## config.mk

```make
export PLATFORM = sky130hd
export DESIGN_NAME = tiny16_core
export DESIGN_NICKNAME = d
export VERILOG_FILES = /design/src/logic/tiny16_pkg.sv /design/src/logic/tiny16_alu.sv /design/src/logic/tiny16_core.sv /design/src/logic/tiny16_decode.sv
export SDC_FILE = /design/constraint.sdc
export NUM_CORES = 1
export LEC_CHECK = 0
export ABC_CLOCK_PERIOD_IN_PS = 4250
export BUFFER_PORTS_ARGS = -buffer_cell sky130_fd_sc_hd__buf_2
export CORE_ASPECT_RATIO = 1.2
export CORE_MARGIN = 2
export CORE_UTILIZATION = 45
export CTS_CLUSTER_DIAMETER = 40
export DETAILED_ROUTE_END_ITERATION = 8
export GPL_TIMING_DRIVEN = 0
export PLACE_DENSITY = 0.67
export SLEW_MARGIN = 20
export SYNTH_ARGS = -nofsm -noshare
export SYNTH_HDL_FRONTEND = slang
export SYNTH_SLANG_ARGS = --single-unit
export TNS_END_PERCENT = 20
```

## constraint.sdc

```tcl
create_clock -name clk -period 4.25 [get_ports clk]
set_input_delay 0.2125 -clock clk [delete_from_list [all_inputs] [get_ports clk]]
set_output_delay 0.2125 -clock clk [all_outputs]
set_load 0.01 [all_outputs]
```

## src/logic/tiny16_pkg.sv

```systemverilog
// shared constants for the tiny16 processor
// register indices, stage codes, opcode fields and the ALU operation type
package tiny16_pkg;

    // word and memory sizes
    localparam int DATA_W = 16;
    localparam int MEM_AW = 8;

    // register file indices
    localparam logic [1:0] REG_A  = 2'd0;
    localparam logic [1:0] REG_W  = 2'd1;
    localparam logic [1:0] REG_X  = 2'd2;
    localparam logic [1:0] REG_PC = 2'd3;

    // one-hot stage ring, one clock per step
    localparam int STAGE_W = 4;
    localparam logic [STAGE_W-1:0] STAGE_FETCH = 4'b0001;
    localparam logic [STAGE_W-1:0] STAGE_EXEC  = 4'b0010;
    localparam logic [STAGE_W-1:0] STAGE_WB    = 4'b0100;
    localparam logic [STAGE_W-1:0] STAGE_NEXT  = 4'b1000;

    // upper nibble of the low byte selects the format
    // br     |offset,8|1|neg,mask3|
    // jmp    |offset,8|2|offset,4|
    // movrm  |offset,8|4|dst,2 src,2|  load, src is the base
    // movmr  |offset,8|5|dst,2 src,2|  store, dst is the base
    // movrr  |offset,8|6|dst,2 src,2|
    localparam logic [3:0] OP_BR    = 4'h1;
    localparam logic [3:0] OP_JMP   = 4'h2;
    localparam logic [3:0] OP_MOVRM = 4'h4;
    localparam logic [3:0] OP_MOVMR = 4'h5;
    localparam logic [3:0] OP_MOVRR = 4'h6;

    // five bit sub-opcode in bits 7:3, immediate bit 2, register 1:0
    // mvi uses bit 2 as the high byte select
    localparam logic [4:0] SUB_MVI  = 5'd6;
    localparam logic [4:0] SUB_ADI  = 5'd7;
    localparam logic [4:0] SUB_XORI = 5'd14;
    localparam logic [4:0] SUB_ANDI = 5'd15;
    localparam logic [4:0] SUB_ORI  = 5'd16;

    // whole word codes
    localparam logic [DATA_W-1:0] INSN_HALT = 16'h0000;
    localparam logic [DATA_W-1:0] INSN_NOP  = 16'h0001;

    // shifts by one, 14 bit code above the register field
    localparam logic [13:0] SHR_CODE = 14'd1;
    localparam logic [13:0] SHL_CODE = 14'd2;

    typedef enum logic [2:0] {
        ALU_NONE,
        ALU_ADD,
        ALU_SHL,
        ALU_SHR,
        ALU_XOR,
        ALU_AND,
        ALU_OR
    } alu_op_t;

endpackage

```

## src/logic/tiny16_alu.sv

```systemverilog
// tiny16 ALU, add, shifts by one and bitwise ops with carry out
module tiny16_alu (
    input  logic [tiny16_pkg::DATA_W-1:0] operand,
    input  logic [tiny16_pkg::DATA_W-1:0] imm,
    input  tiny16_pkg::alu_op_t           op,
    output logic [tiny16_pkg::DATA_W-1:0] result,
    output logic                          carry
);
    import tiny16_pkg::*;

    logic [DATA_W:0] sum;

    // one extra bit catches the carry
    assign sum = {1'b0, operand} + {1'b0, imm};

    always_comb begin
        result = operand;
        carry  = 1'b0;
        case (op)
            ALU_ADD: begin
                result = sum[DATA_W-1:0];
                carry  = sum[DATA_W];
            end
            ALU_SHL: begin
                // top bit falls out into carry
                result = {operand[DATA_W-2:0], 1'b0};
                carry  = operand[DATA_W-1];
            end
            ALU_SHR: begin
                // bottom bit falls out into carry
                result = {1'b0, operand[DATA_W-1:1]};
                carry  = operand[0];
            end
            ALU_XOR: begin
                result = operand ^ imm;
            end
            ALU_AND: begin
                result = operand & imm;
            end
            ALU_OR: begin
                result = operand | imm;
            end
            default: begin
                result = operand;
                carry  = 1'b0;
            end
        endcase
    end

endmodule

```

## src/logic/tiny16_core.sv

```systemverilog
// tiny16 core with the four step stage ring, register file,
// accumulator, flags, program counter and memory strobes
module tiny16_core (
    input  logic                           clk,
    input  logic                           reset,
    output logic [tiny16_pkg::DATA_W-1:0]  address,
    input  logic [tiny16_pkg::DATA_W-1:0]  data_in,
    output logic [tiny16_pkg::DATA_W-1:0]  data_out,
    output logic                           rd_n,
    output logic                           wr_n,
    output logic                           hlt,
    output logic                           error,
    output logic [tiny16_pkg::STAGE_W-1:0] stage
);
    import tiny16_pkg::*;

    logic [DATA_W-1:0] regs [0:3];
    logic [DATA_W-1:0] instr;
    logic [DATA_W-1:0] acc;
    logic              carry;

    logic is_halt, is_br, is_jmp, is_mvi, is_load, is_store, is_movrr, is_alu;
    logic hi_byte, bad, cond_neg;
    alu_op_t alu_op;
    logic [1:0] src_reg, dst_reg;
    logic [2:0] cond_mask;
    logic [DATA_W-1:0] imm8, imm9, imm12;
    logic [7:0] byte_val;

    logic [DATA_W-1:0] alu_result;
    logic              alu_carry;
    logic              carry_upd;
    logic [2:0]        flags;
    logic              cond_pass;
    logic              go;

    // nop needs no action here
    tiny16_decode u_decode (
        .instruction (instr),
        .is_halt     (is_halt),
        .is_nop      (),
        .is_br       (is_br),
        .is_jmp      (is_jmp),
        .is_mvi      (is_mvi),
        .is_load     (is_load),
        .is_store    (is_store),
        .is_movrr    (is_movrr),
        .is_alu      (is_alu),
        .hi_byte     (hi_byte),
        .bad         (bad),
        .alu_op      (alu_op),
        .src_reg     (src_reg),
        .dst_reg     (dst_reg),
        .cond_mask   (cond_mask),
        .cond_neg    (cond_neg),
        .imm8        (imm8),
        .imm9        (imm9),
        .imm12       (imm12),
        .byte_val    (byte_val)
    );

    tiny16_alu u_alu (
        .operand (regs[src_reg]),
        .imm     (imm9),
        .op      (alu_op),
        .result  (alu_result),
        .carry   (alu_carry)
    );

    // mask bits select carry, zero, negative
    assign flags     = {carry, acc == '0, acc[DATA_W-1]};
    assign cond_pass = (|(cond_mask & flags)) ^ cond_neg;
    assign carry_upd = (alu_op == ALU_ADD) || (alu_op == ALU_SHL) || (alu_op == ALU_SHR);

    // core runs once out of reset until halted
    assign go = reset & !hlt;

    assign rd_n = !(go && (stage == STAGE_FETCH || (is_load && stage == STAGE_WB)));
    assign wr_n = !(go && is_store && stage == STAGE_WB);

    always_ff @(posedge clk) begin
        if (!reset) begin
            stage   <= STAGE_FETCH;
            instr   <= INSN_NOP;
            address <= '0;
            acc     <= '0;
            carry   <= 1'b0;
            hlt     <= 1'b0;
            error   <= 1'b0;
            for (int i = 0; i < 4; i++)
                regs[i] <= '0;
        end else if (go) begin
            stage <= {stage[STAGE_W-2:0], stage[STAGE_W-1]};
            case (stage)
                STAGE_FETCH: begin
                    instr <= data_in;
                end
                STAGE_EXEC: begin
                    hlt   <= is_halt | bad;
                    error <= bad;
                    if (is_jmp)
                        regs[REG_PC] <= regs[REG_PC] + imm12;
                    else if (is_br && cond_pass)
                        regs[REG_PC] <= regs[REG_PC] + imm8;
                    else
                        regs[REG_PC] <= regs[REG_PC] + 16'd1;
                    // load bases on src, store bases on dst
                    if (is_load || is_store)
                        address <= regs[is_load ? src_reg : dst_reg] + imm8;
                    if (is_store)
                        data_out <= regs[src_reg];
                    if (is_alu) begin
                        acc <= alu_result;
                        if (carry_upd)
                            carry <= alu_carry;
                    end
                end
                STAGE_WB: begin
                    if (is_load)
                        regs[dst_reg] <= data_in;
                    else if (is_movrr)
                        regs[dst_reg] <= regs[src_reg];
                    else if (is_mvi && hi_byte)
                        regs[src_reg][15:8] <= byte_val;
                    else if (is_mvi)
                        regs[src_reg][7:0] <= byte_val;
                    else if (is_alu)
                        regs[src_reg] <= acc;
                end
                STAGE_NEXT: begin
                    address <= regs[REG_PC];
                end
                default: begin
                    address <= address;
                end
            endcase
        end
    end

endmodule

```

## src/logic/tiny16_decode.sv

```systemverilog
// instruction decoder for tiny16
// format match, register and condition fields, sign-extended immediates
module tiny16_decode (
    input  logic [tiny16_pkg::DATA_W-1:0] instruction,
    output logic                          is_halt,
    output logic                          is_nop,
    output logic                          is_br,
    output logic                          is_jmp,
    output logic                          is_mvi,
    output logic                          is_load,
    output logic                          is_store,
    output logic                          is_movrr,
    output logic                          is_alu,
    output logic                          hi_byte,
    output logic                          bad,
    output tiny16_pkg::alu_op_t           alu_op,
    output logic [1:0]                    src_reg,
    output logic [1:0]                    dst_reg,
    output logic [2:0]                    cond_mask,
    output logic                          cond_neg,
    output logic [tiny16_pkg::DATA_W-1:0] imm8,
    output logic [tiny16_pkg::DATA_W-1:0] imm9,
    output logic [tiny16_pkg::DATA_W-1:0] imm12,
    output logic [7:0]                    byte_val
);
    import tiny16_pkg::*;

    logic [3:0]  opcode;
    logic [4:0]  sub_op;
    logic [8:0]  field9;
    logic [11:0] field12;
    logic        is_adi;
    logic        is_shl;
    logic        is_shr;
    logic        is_xori;
    logic        is_andi;
    logic        is_ori;

    assign opcode  = instruction[7:4];
    assign sub_op  = instruction[7:3];
    assign field9  = {instruction[2], instruction[15:8]};
    assign field12 = {instruction[3:0], instruction[15:8]};

    assign byte_val  = instruction[15:8];
    assign src_reg   = instruction[1:0];
    assign dst_reg   = instruction[3:2];
    assign cond_mask = instruction[2:0];
    assign cond_neg  = instruction[3];
    assign hi_byte   = instruction[2];

    // whole word and shift codes
    assign is_halt = instruction == INSN_HALT;
    assign is_nop  = instruction == INSN_NOP;
    assign is_shr  = instruction[15:2] == SHR_CODE;
    assign is_shl  = instruction[15:2] == SHL_CODE;

    // nibble formats
    assign is_br    = opcode == OP_BR;
    assign is_jmp   = opcode == OP_JMP;
    assign is_load  = opcode == OP_MOVRM;
    assign is_store = opcode == OP_MOVMR;
    assign is_movrr = opcode == OP_MOVRR;

    // immediate formats
    assign is_mvi  = sub_op == SUB_MVI;
    assign is_adi  = sub_op == SUB_ADI;
    assign is_xori = sub_op == SUB_XORI;
    assign is_andi = sub_op == SUB_ANDI;
    assign is_ori  = sub_op == SUB_ORI;

    assign is_alu = is_adi | is_shl | is_shr | is_xori | is_andi | is_ori;

    // anything outside the known formats
    assign bad = !(is_halt | is_nop | is_br | is_jmp | is_mvi | is_load | is_store
                   | is_movrr | is_alu);

    always_comb begin
        alu_op = ALU_NONE;
        if (is_adi)
            alu_op = ALU_ADD;
        else if (is_shl)
            alu_op = ALU_SHL;
        else if (is_shr)
            alu_op = ALU_SHR;
        else if (is_xori)
            alu_op = ALU_XOR;
        else if (is_andi)
            alu_op = ALU_AND;
        else if (is_ori)
            alu_op = ALU_OR;
    end

    assign imm8  = {{8{byte_val[7]}}, byte_val};
    assign imm9  = {{7{field9[8]}}, field9};
    assign imm12 = {{4{field12[11]}}, field12};

endmodule

```

==> key figures, run 1 <==
Worst setup path
  • Type of the worst setup path: flop to flop
  • Critical path fanouts, max: 10
  • CP endpoint kind: flop
  • Critical Path Source Type: flop
  • Worst path required time: 4.61 ns
  • Critical path arrival: 4.52 ns

Detailed routing
  • Post-route DRC: 0
  • Vias: 9738
  • First-pass DRT Iterations: 5
  • 1st-iter DRT viols: 1122
  • Routed Antenna Nets: 0
  • WL per Instance: 25.7 um
  • Final wirelength: 38100 um
  • Vias per inst: 6.56

Yosys
  • Synth Net Count: 1197
  • Post-synth ARST share: 0
  • EDFF count, synth: 80
  • Dominant synthesized flop cell: edfxtp_1
  • Sequential share of the synthesized area: 0.342
  • Syn avg cell area: 9.36 um2
  • Post-Synthesis Cells: 1106
  • Cell Area, Synth: 0.0103 mm2
  • Synth cell types: 84
  • Synth Register Bits: 137
  • Yosys warning count: 0

STA
  • Worst slew margin: 0.230
  • Slew Viols, Final: 0
  • Achievable Freq: 240 MHz
  • Slew @ Worst Pin: 1.15 ns
  • Hold WS: 0.110 ns
  • Final setup violation count: 0
  • Unrepaired setup endpoints after global routing: yes
  • Fin worst setup slack: 0.0837 ns
  • TNS Setup: 0 ns
  • Tmin final: 4.17 ns
  • Final period util: 0.980
  • Worst Clk Skew: 0.0109 ns
  • Final Hold Fails: 0

Min path
  • Worst hold path type: input port to flop

Pwr
  • Pwr/cell area: 320 mW/mm2
  • Worst VDD drop: 0.000278 V
  • Leak pwr: 4.82 nW

Clocking
  • CTS tree: built
  • TritonCTS buffer count: 17
  • Post-CTS Hold Fix Bufs: 0
  • # clock sinks: 137
  • Worst-path clk slew: 0.06 ns
  • Clock Path Buffers: 2
  • H-tree Lvls: 4
  • CTS root buf: clkbuf_16
  • Clk_lat worst skew: 0.44 ns

GRT
  • M2 GR Usage: 0.510
  • Largest net degree at the start of global routing: 19
  • Global route overflow: 0
  • Antenna violations before repair: 0
  • GRT met1 Usage: 0.392
  • Gr usage total: 0.315
  • Grt peak-use layer: met2
  • Met3 Resource Use GR: 0.0476
  • Number of global-route vias before repair: 9301
  • First-pass GRT wire length: 56200 um

Layout
  • N_diodes: 0
  • Commonest cells after routing, fill and taps aside: nor2_1 (127), edfxtp_1 (80), nand2_1 (79), ha_1 (67), a21oi_1 (62)
  • Share of cells above drive strength 1: 0.154
  • Commonest non-fill, non-tap cell in the layout: nor2_1
  • Nets: 1283
  • Area grow syn2layout: 14.9%
  • Final instance area: 0.0119 mm2
  • Final core occ: 0.528

Floorplanning
  • Cell row count: 60
  • # IOs: 58
  • Starting Density: 0.459
  • Core area: 0.0225 mm2
  • Die extent in x: 142 um
  • Die Y: 170 um
  • Full die area: 0.0242 mm2

Run
  • Max-Cap Viols: 0

Placement
  • Port Buf Inserts: 57
  • Placed Area: 0.0110 mm2
  • Placer congestion estimate: 1.03
  • Pre-CTS WS: -0.751 ns
  • Hpwl dp: 28800 um

Run status
  • Status: complete, no violations
## path summary, 6_finish.rpt
kind / startpoint / endpoint / slack [ns] / depth (start not counted)
min: data_in[15] / instr[15] / 0.11 / 3
max reg2reg: instr[7] / address[12] / 0.08 / 20
max: instr[7] / address[12] / 0.08 / 20
min reg2reg: error / error / 0.47 / 2
## sequential cells by signal, indices dropped and copies added, names as in the netlist, named ones only
register / flops
stage: 4
instr: 16
data_out: 16
address: 16
hlt: 1
carry: 1
regs: 64
error: 1
acc: 16
## synth_stat cells, types with 8 or more instances
library cell | count | area (um2)
a211oi_1 | 10 | 75.1
a21o_1 | 18 | 135
a21oi_1 | 63 | 315
a221oi_1 | 21 | 184
a31oi_1 | 16 | 100
and3_1 | 17 | 106
clkbuf_1 | 44 | 165
dfxtp_1 | 57 | 1140
edfxtp_1 | 80 | 2400
ha_1 | 70 | 876
inv_1 | 52 | 195
mux2i_1 | 46 | 460
mux4_2 | 32 | 721
nand2_1 | 80 | 300
nand3_1 | 23 | 115
nor2_1 | 127 | 477
nor2b_1 | 25 | 156
nor3_1 | 25 | 125
nor4_1 | 8 | 50.1
o211ai_1 | 13 | 97.6
o21ai_0 | 53 | 265
o22ai_1 | 19 | 119
or3_1 | 9 | 56.3
xnor2_1 | 30 | 263
xor2_1 | 23 | 201
## kinds of logic after synthesis
| kind of cell | after synthesis | share of synthesized area |
|---|---|---|
| xor gates and xnor gates | 53 | 0.0449 |
| buffers and inverters | 109 | 0.0422 |
| and+or+nand+nor | 359 | 0.169 |
| AOI/OAI and AO/OA | 295 | 0.194 |
| adders and majority gates | 73 | 0.0904 |
| muxes | 80 | 0.117 |
| DFF | 137 | 0.342 |
## per-layer routing
metal,vias to the layer above,share of wire
li1,4346,-
met5,-,0
met3,155,0.085
met2,530,0.46
met1,4707,0.38
met4,0,0.071
## power breakdown
| group | total (mW) | internal [mW] | switching [mW] |
|---|---|---|---|
| Sequential | 1.52 | 1.45 | 0.0770 |
| Clock | 1.54 | 0.912 | 0.627 |
| Combinational | 0.738 | 0.294 | 0.444 |
| Total | 3.80 | 2.65 | 1.15 |
## per-stage QoR
stage / total power [mW] / cells
after floorplan: 2.00 / 1106
after global placement: 2.22 / 1442
after detailed placement: 2.23 / 1443
after CTS: 3.77 / 1480
after global routing: 3.91 / 1484
final: 3.80 / 1484
## timing repair
item,in CTS,in global routing
resized for setup,17,16
buffers inserted,6,4
pin swaps,3,12
endpoints found under the setup margin,12,68
## cell type report
class	instances	area, um2
Fill cell	2103	10600
Tap cell	279	349
Timing Repair Buffer	68	393
Multi-Input combinational cell	860	6510
Clock buffer	21	503
Sequential cell	137	3550
Buffer	55	275
Inverter	53	203
Clock inverter	11	105
## worst max-delay path, stage by stage (launching register included)
cell and delay, ns:
dfxtp_1 0.31, buf_6 0.13, nand2b_4 0.14, buf_8 0.12, nor3_4 0.14, buf_12 0.15
nor2_1 0.06, a21oi_4 0.18, buf_12 0.15, mux4_2 0.54, ha_4 0.19, fa_2 0.36
a21o_1 0.17, a21oi_2 0.16, nor2b_2 0.07, o41a_1 0.38, a41oi_2 0.25, nor2b_2 0.19
xnor2_1 0.12, nand2_1 0.07, a31oi_1 0.17
Note: power is estimated with default switching activity, not from simulation.
==> run 2, diff against run 1 <==
--- a/config.mk
+++ b/config.mk
@@ -17,5 +17,6 @@
 export SLEW_MARGIN = 20
 export SYNTH_ARGS = -nofsm -noshare
 export SYNTH_HDL_FRONTEND = slang
+export SYNTH_HIERARCHICAL = 1
 export SYNTH_SLANG_ARGS = --single-unit
 export TNS_END_PERCENT = 20
==> run 2 against run 1 <==
  * Clock skew down 0.00097 ns
  * Final area rose by 14%
  * Sequential share of layout area shrank 3.9 points
  * Global-route usage up 0.28 points
  * Die area is 16% higher
  * Via count grew 21%
  * Synthesized cell count is 27% higher
  * Combinational power grew 63%
  * Non-clock buffer count rose by 71
  * Sequential power is essentially flat
  * Worst hold slack worse by 0.080 ns
  * Critical endpoint is now address[14]
  * Highest routed layer unchanged
==> key figures, run 2 <==
Placement
  • Placer congestion estimate: 1.03 (-0.21%)
  • Hpwl dp: 35000 um (+21%)
  • Port Buf Inserts: 57 (unchanged)
  • Pre-CTS WS: -0.962 ns (-0.211 ns)

STA
  • Final period util: 0.967 (-0.0136)
  • TNS Setup: 0 ns (unchanged)
  • Worst Clk Skew: 0.00991 ns (-0.000969 ns)
  • Achievable Freq: 243 MHz (+1.4%)
  • Slew @ Worst Pin: 1.12 ns (-0.0272 ns)
  • Final Hold Fails: 0 (unchanged)
  • Final setup violation count: 0 (unchanged)
  • Fin worst setup slack: 0.141 ns (+0.0576 ns)
  • Tmin final: 4.11 ns (-0.0576 ns)
  • Slew Viols, Final: 0 (unchanged)
  • Worst slew margin: 0.247 (+0.0173)

Detailed routing
  • Final wirelength: 45000 um (+18%)
  • First-pass DRT Iterations: 6 (+1)
  • WL per Instance: 24.5 um (-4.7%)
  • Post-route DRC: 0 (unchanged)
  • Vias: 11800 (+21%)
  • 1st-iter DRT viols: 1202 (+7.1%)
  • Vias per inst: 6.42 (-2.1%)
  • Routed Antenna Nets: 0 (unchanged)

Pwr
  • Leak pwr: 5.33 nW (+11%)
  • Pwr/cell area: 306 mW/mm2 (-4.2%)
  • Worst VDD drop: 0.000210 V (-25%)
  • Power Total: 4.14 mW (+8.9%)

Yosys
  • Cell Area, Synth: 0.0121 mm2 (+17%)
  • Synth Net Count: 1510 (+26%)
  • Syn avg cell area: 8.57 um2 (-8.4%)
  • Post-Synthesis Cells: 1410 (+27%)
  • Yosys warning count: 6 (+6)

Worst setup path
  • Critical path arrival: 4.48 ns (-0.04 ns)
  • Critical path fanouts, max: 8 (-2)
  • Type of the worst setup path: flop to flop
  • Critical Path Source Type: flop
  • Worst path required time: 4.62 ns (about the same)
  • CP endpoint kind: flop
  • Register-to-Register Path Depth: 17 (-15%)

Layout
  • Reg with most FFs: regs
  • Layout fillers: 2480 (+18%)
  • Max reg flops: 64 (unchanged)
  • Commonest non-fill, non-tap cell in the layout: nand2_1
  • Area grow syn2layout: 11.8%
  • N_diodes: 0 (unchanged)
  • Share of cells above drive strength 1: 0.182 (+0.0285)
  • Commonest cells after routing, fill and taps aside: nand2_1 (168), a21oi_1 (117), nor2_1 (112), o21ai_0 (85), edfxtp_1 (80)
  • Nets: 1592 (+24%)

Min path
  • Worst hold path type: input port to flop
  • Hold depth: 3 (unchanged)

Run status
  • Status: complete, no violations

Floorplanning
  • Die extent in x: 154 um (+7.9%)
  • Die Y: 184 um (+7.9%)
  • Cell row count: 65 (+8.3%)
  • Starting Density: 0.459 (-0.000708)
  • Core area: 0.0264 mm2 (+17%)
  • # IOs: 58 (unchanged)
  • Full die area: 0.0282 mm2 (+16%)

Clocking
  • Clock Path Buffers: 2 (unchanged)
  • Worst-path clk slew: 0.06 ns (about the same)
  • Clk_lat worst skew: 0.44 ns (about the same)
  • Post-CTS Hold Fix Bufs: 0 (unchanged)
  • CTS tree: built
  • # clock sinks: 135 (-1.5%)
  • TritonCTS buffer count: 17 (unchanged)
  • CTS root buf: clkbuf_16
  • H-tree Lvls: 4 (unchanged)

Run
  • Max-Cap Viols: 0 (unchanged)

GRT
  • Antenna violations before repair: 0 (unchanged)
  • Global route overflow: 0 (unchanged)
  • First-pass GRT wire length: 67400 um (+20%)
  • Largest net degree at the start of global routing: 17 (-2)
  • Number of global-route vias before repair: 11300 (+22%)
  • Gr usage total: 0.318 (+0.00283)
[run 2: report_power, final]
| group | switching, mW | internal (mW) | leakage [nW] | total (mW) |
|---|---|---|---|---|
| Combinational | 0.723 | 0.476 | 3.83 | 1.20 |
| Sequential | 0.0921 | 1.43 | 1.25 | 1.52 |
| Clock | 0.611 | 0.804 | 0.251 | 1.41 |
[run 2: metal layers]
layer,vias to the layer above,global-route usage,routed length (um)
met3,169,0.0474,3340
met4,0,0.225,3410
li1,5368,-,-
met1,5610,0.370,16800
met5,-,0,0
met2,669,0.537,21500
[run 2: layout make-up]
cell class,instances,area [um2],share of cell area
multi-input combinational,1079,7650,0.566
sequential,135,3500,0.259
clock buffer,18,429,0.0318
inverter,65,244,0.0181
tap,335,419,0.0310
timing repair buffer,64,363,0.0269
buffer,130,776,0.0574
clock inverter,14,128,0.00945
[run 2: through the flow]
step | util | hold slack (ns) | instance area [um2] | std cells
final | 0.513 | 0.0297 | 13500 | 1840
after global routing | 0.513 | 0.0298 | 13500 | 1840
after CTS | 0.510 | 0.0120 | 13400 | 1836
after detailed placement | 0.485 | 0.447 | 12800 | 1802
after global placement | 0.485 | 0.443 | 12800 | 1802
after floorplan | - | 0.337 | 12100 | 1410
[run 2: critical path, cell delays in order (launching register included)]
cell and delay, ns:
dfxtp_1 0.31, buf_4 0.16, inv_1 0.09, nand2_2 0.11, nor3_4 0.21, buf_12 0.15
mux2i_4 0.26, buf_4 0.19, mux4_2 0.57, ha_2 0.24, fa_2 0.42, a211oi_4 0.31
o21ai_1 0.15, a31oi_2 0.27, a21oi_2 0.11, mux2i_1 0.13, a31o_2 0.21, a31oi_1 0.15
[run 2: repair_timing]
item,4_1_cts,5_1_grt
resized for setup,11,11
pin swaps,0,3
buffers inserted,3,4
setup endpoints to repair,46,65
[run 2: final timing paths]
check / end / slack, ns / from
worst min-delay path: instr[0] / 0.03 / data_in[0]
worst max-delay path: address[14] / 0.14 / instr[7]
worst min register to register: instr[7] / 0.46 / instr[7]
worst max register to register: address[14] / 0.14 / instr[7]
==> run 3, diff against run 2 <==
--- a/config.mk
+++ b/config.mk
@@ -10,6 +10,7 @@
 export CORE_ASPECT_RATIO = 1.2
 export CORE_MARGIN = 2
 export CORE_UTILIZATION = 45
+export CTS_BUF_LIST = sky130_fd_sc_hd__clkbuf_2 sky130_fd_sc_hd__clkbuf_4 sky130_fd_sc_hd__clkbuf_8
 export CTS_CLUSTER_DIAMETER = 40
 export DETAILED_ROUTE_END_ITERATION = 8
 export GPL_TIMING_DRIVEN = 0
==> run 3 against run 2 <==
  * Critical path depth decreased by 1
  * Final area is 0.58% lower
  * Register-to-register slack lost 0.05 ns
  * Power is 9.3% lower
  * Critical path type unchanged
==> key figures, run 3 (synthesis gave the netlist of run 2 again) <==
STA
  • Worst Clk Skew: 0.0135 ns (+0.00357 ns)
  • Worst slew margin: 0.270 (+0.0230)
  • Hold WS: 0.0302 ns (+0.000542 ns)
  • Final period util: 0.978 (+0.0112)
  • TNS Setup: 0 ns (unchanged)
  • Slew Viols, Final: 0 (unchanged)
  • Final Hold Fails: 0 (unchanged)
  • Slew @ Worst Pin: 1.09 ns (-0.0328 ns)
  • Achievable Freq: 241 MHz (-1.1%)
  • Tmin final: 4.16 ns (+0.0475 ns)
  • Final setup violation count: 0 (unchanged)

Min path
  • Worst hold path type: input port to flop
  • Worst hold start: data_in[11]

Worst setup path
  • Register-to-Register Path Depth: 16 (-1)
  • RR Endpoint: address[14]
  • FF-to-FF Start: instr[7]
  • CP endpoint kind: flop
  • CP startpoint: instr[7]
  • Type of the worst setup path: flop to flop
  • Critical path arrival: 4.57 ns (+0.09 ns)
  • Worst setup path end: address[14]
  • Critical path fanouts, max: 8 (unchanged)
  • R2r setup slk: 0.09 ns (-0.05 ns)
  • Critical Path Source Type: flop
  • Worst path required time: 4.67 ns (+0.05 ns)

Clocking
  • TritonCTS buffer count: 17 (unchanged)
  • Clk_lat worst skew: 0.49 ns (+0.05 ns)
  • H-tree Lvls: 4 (unchanged)
  • CTS tree: built
  • # clock sinks: 135 (unchanged)
  • Clock Path Buffers: 2 (unchanged)
  • Worst-path clk slew: 0.08 ns (+0.02 ns)
  • CTS root buf: clkbuf_8

Pwr
  • Worst VDD drop: 0.000157 V (-25%)
  • Sequential power share: 0.406 (+0.038)
  • Clock share of power: 0.273 (-0.069)
  • Pwr/cell area: 280 mW/mm2 (-8.7%)
  • Switch Pwr: 1.37 mW (-3.6%)
  • Int Power: 2.38 mW (-12%)
  • Leak pwr: 5.29 nW (-0.73%)
  • Gate power share: 0.321 (+0.031)
  • Switching share of power: 0.366 (+0.0215)

Floorplanning
  • Full die area: 0.0282 mm2 (unchanged)
  • Core area: 0.0264 mm2 (unchanged)
  • Starting Density: 0.459 (unchanged)
  • Die extent in x: 154 um (unchanged)
  • Die Y: 184 um (unchanged)
  • Cell row count: 65 (unchanged)
  • # IOs: 58 (unchanged)

Layout
  • Reg with most FFs: regs
  • Reg area: 0.00350 mm2 (unchanged)
  • Area of the multi-input gates: 0.00765 mm2 (about the same)
  • Nets: 1603 (+0.69%)
  • Max reg flops: 64 (unchanged)
  • Commonest cells after routing, fill and taps aside: nand2_1 (168), a21oi_1 (117), nor2_1 (112), o21ai_0 (84), edfxtp_1 (80)
  • Commonest non-fill, non-tap cell in the layout: nand2_1
  • Share of cells above drive strength 1: 0.181 (-0.00132)
  • N_diodes: 0 (unchanged)
  • Layout fillers: 2504 (+0.97%)
  • Area grow syn2layout: 11.1%
  • Non-filler cells, final: 1851 (+0.60%)

Detailed routing
  • WL per Instance: 24.4 um (-0.40%)
  • Post-route DRC: 0 (unchanged)
  • 1st-iter DRT viols: 1209 (+0.58%)
  • Final wirelength: 45100 um (+0.20%)
  • Vias per inst: 6.40 (-0.39%)
  • Vias: 11800 (+0.20%)
  • Routed Antenna Nets: 0 (unchanged)
  • First-pass DRT Iterations: 6 (unchanged)

GRT
  • Number of global-route vias before repair: 11400 (+0.25%)
  • Antenna violations before repair: 0 (unchanged)
  • Largest net degree at the start of global routing: 17 (unchanged)
  • Global route overflow: 0 (unchanged)
  • Gr usage total: 0.317 (-0.000776)
  • First-pass GRT wire length: 67300 um (-0.15%)

Placement
  • Placer congestion estimate: 1.03 (unchanged)
  • Placed Cells: 1802 (unchanged)
  • Port Buf Inserts: 57 (unchanged)
  • Hpwl dp: 35000 um (unchanged)

Run status
  • Status: complete, no violations

Run
  • Max-Cap Viols: 0 (unchanged)
-- run 3: critical path, stage by stage (launching register included) --
cell      delay, ns
dfxtp_1        0.31
buf_4          0.16
inv_1          0.09
nand2_2        0.11
nor3_4         0.37
mux2i_4        0.31
buf_4          0.17
mux4_2         0.57
ha_2           0.24
fa_2           0.42
a211oi_4       0.33
o21ai_2        0.13
a31oi_2        0.27
a21oi_2        0.11
mux2i_1        0.13
a31o_2         0.20
a31oi_1        0.15
-- run 3: how the worst min path moves through the flow --
stage                endpoint  slack [ns]  depth (start not counted)
floorplan            instr[0]        0.34                          2
global placement     instr[7]        0.44                          2
detailed placement   instr[7]        0.45                          2
CTS                  instr[4]       0.006                          3
global route        instr[11]        0.04                          3
finish              instr[11]        0.03                          3
-- run 3: cell type report --
type	instances	area share
repair buffers	76	0.0352
well taps	335	0.0312
inverters	65	0.0182
flip-flops and latches	135	0.261
multi-input cells	1079	0.570
plain buffers	129	0.0574
clock buffers	18	0.0180
clock inverters	14	0.00950
-- run 3: metrics by stage --
stage / power, mW / setup WS [ns] / instance area [um2] / utilization
after floorplan: 2.34 / 0.233 / 12100 / -
after global placement: 2.67 / -0.906 / 12800 / 0.485
after detailed placement: 2.69 / -0.962 / 12800 / 0.485
after CTS: 3.72 / -0.0329 / 13400 / 0.508
after global routing: 3.91 / -0.000778 / 13400 / 0.510
final: 3.76 / 0.0938 / 13400 / 0.510
-- run 3: power groups by stage --
stage | Sequential, mW | Clock [mW] | Combinational, mW
2_1_floorplan | 1.50 | 0 | 0.834
3_3_place_gp | 1.55 | 0 | 1.13
3_5_place_dp | 1.55 | 0 | 1.14
4_1_cts | 1.52 | 1.03 | 1.17
5_1_grt | 1.52 | 1.09 | 1.30
6_report | 1.52 | 1.03 | 1.21
-- run 3: what timing repair did --
| action | CTS | global route |
|---|---|---|
| hold endpoints to repair | 13 | 0 |
| setup buffers | 3 | 3 |
| setup endpoints to repair | 42 | 79 |
| hold buffers | 13 | 0 |
| gates resized for setup | 13 | 11 |
| pin swaps | 1 | 3 |
-- run 3: metal layers --
layer / routed length, um / part of all wire / global-route usage / up-vias
met2: 21500 / 0.48 / 0.537 / 683
met5: 0 / 0 / 0 / -
met4: 3550 / 0.079 / 0.226 / 0
met3: 3430 / 0.076 / 0.0436 / 198
met1: 16600 / 0.37 / 0.369 / 5574
li1: - / - / - / 5385
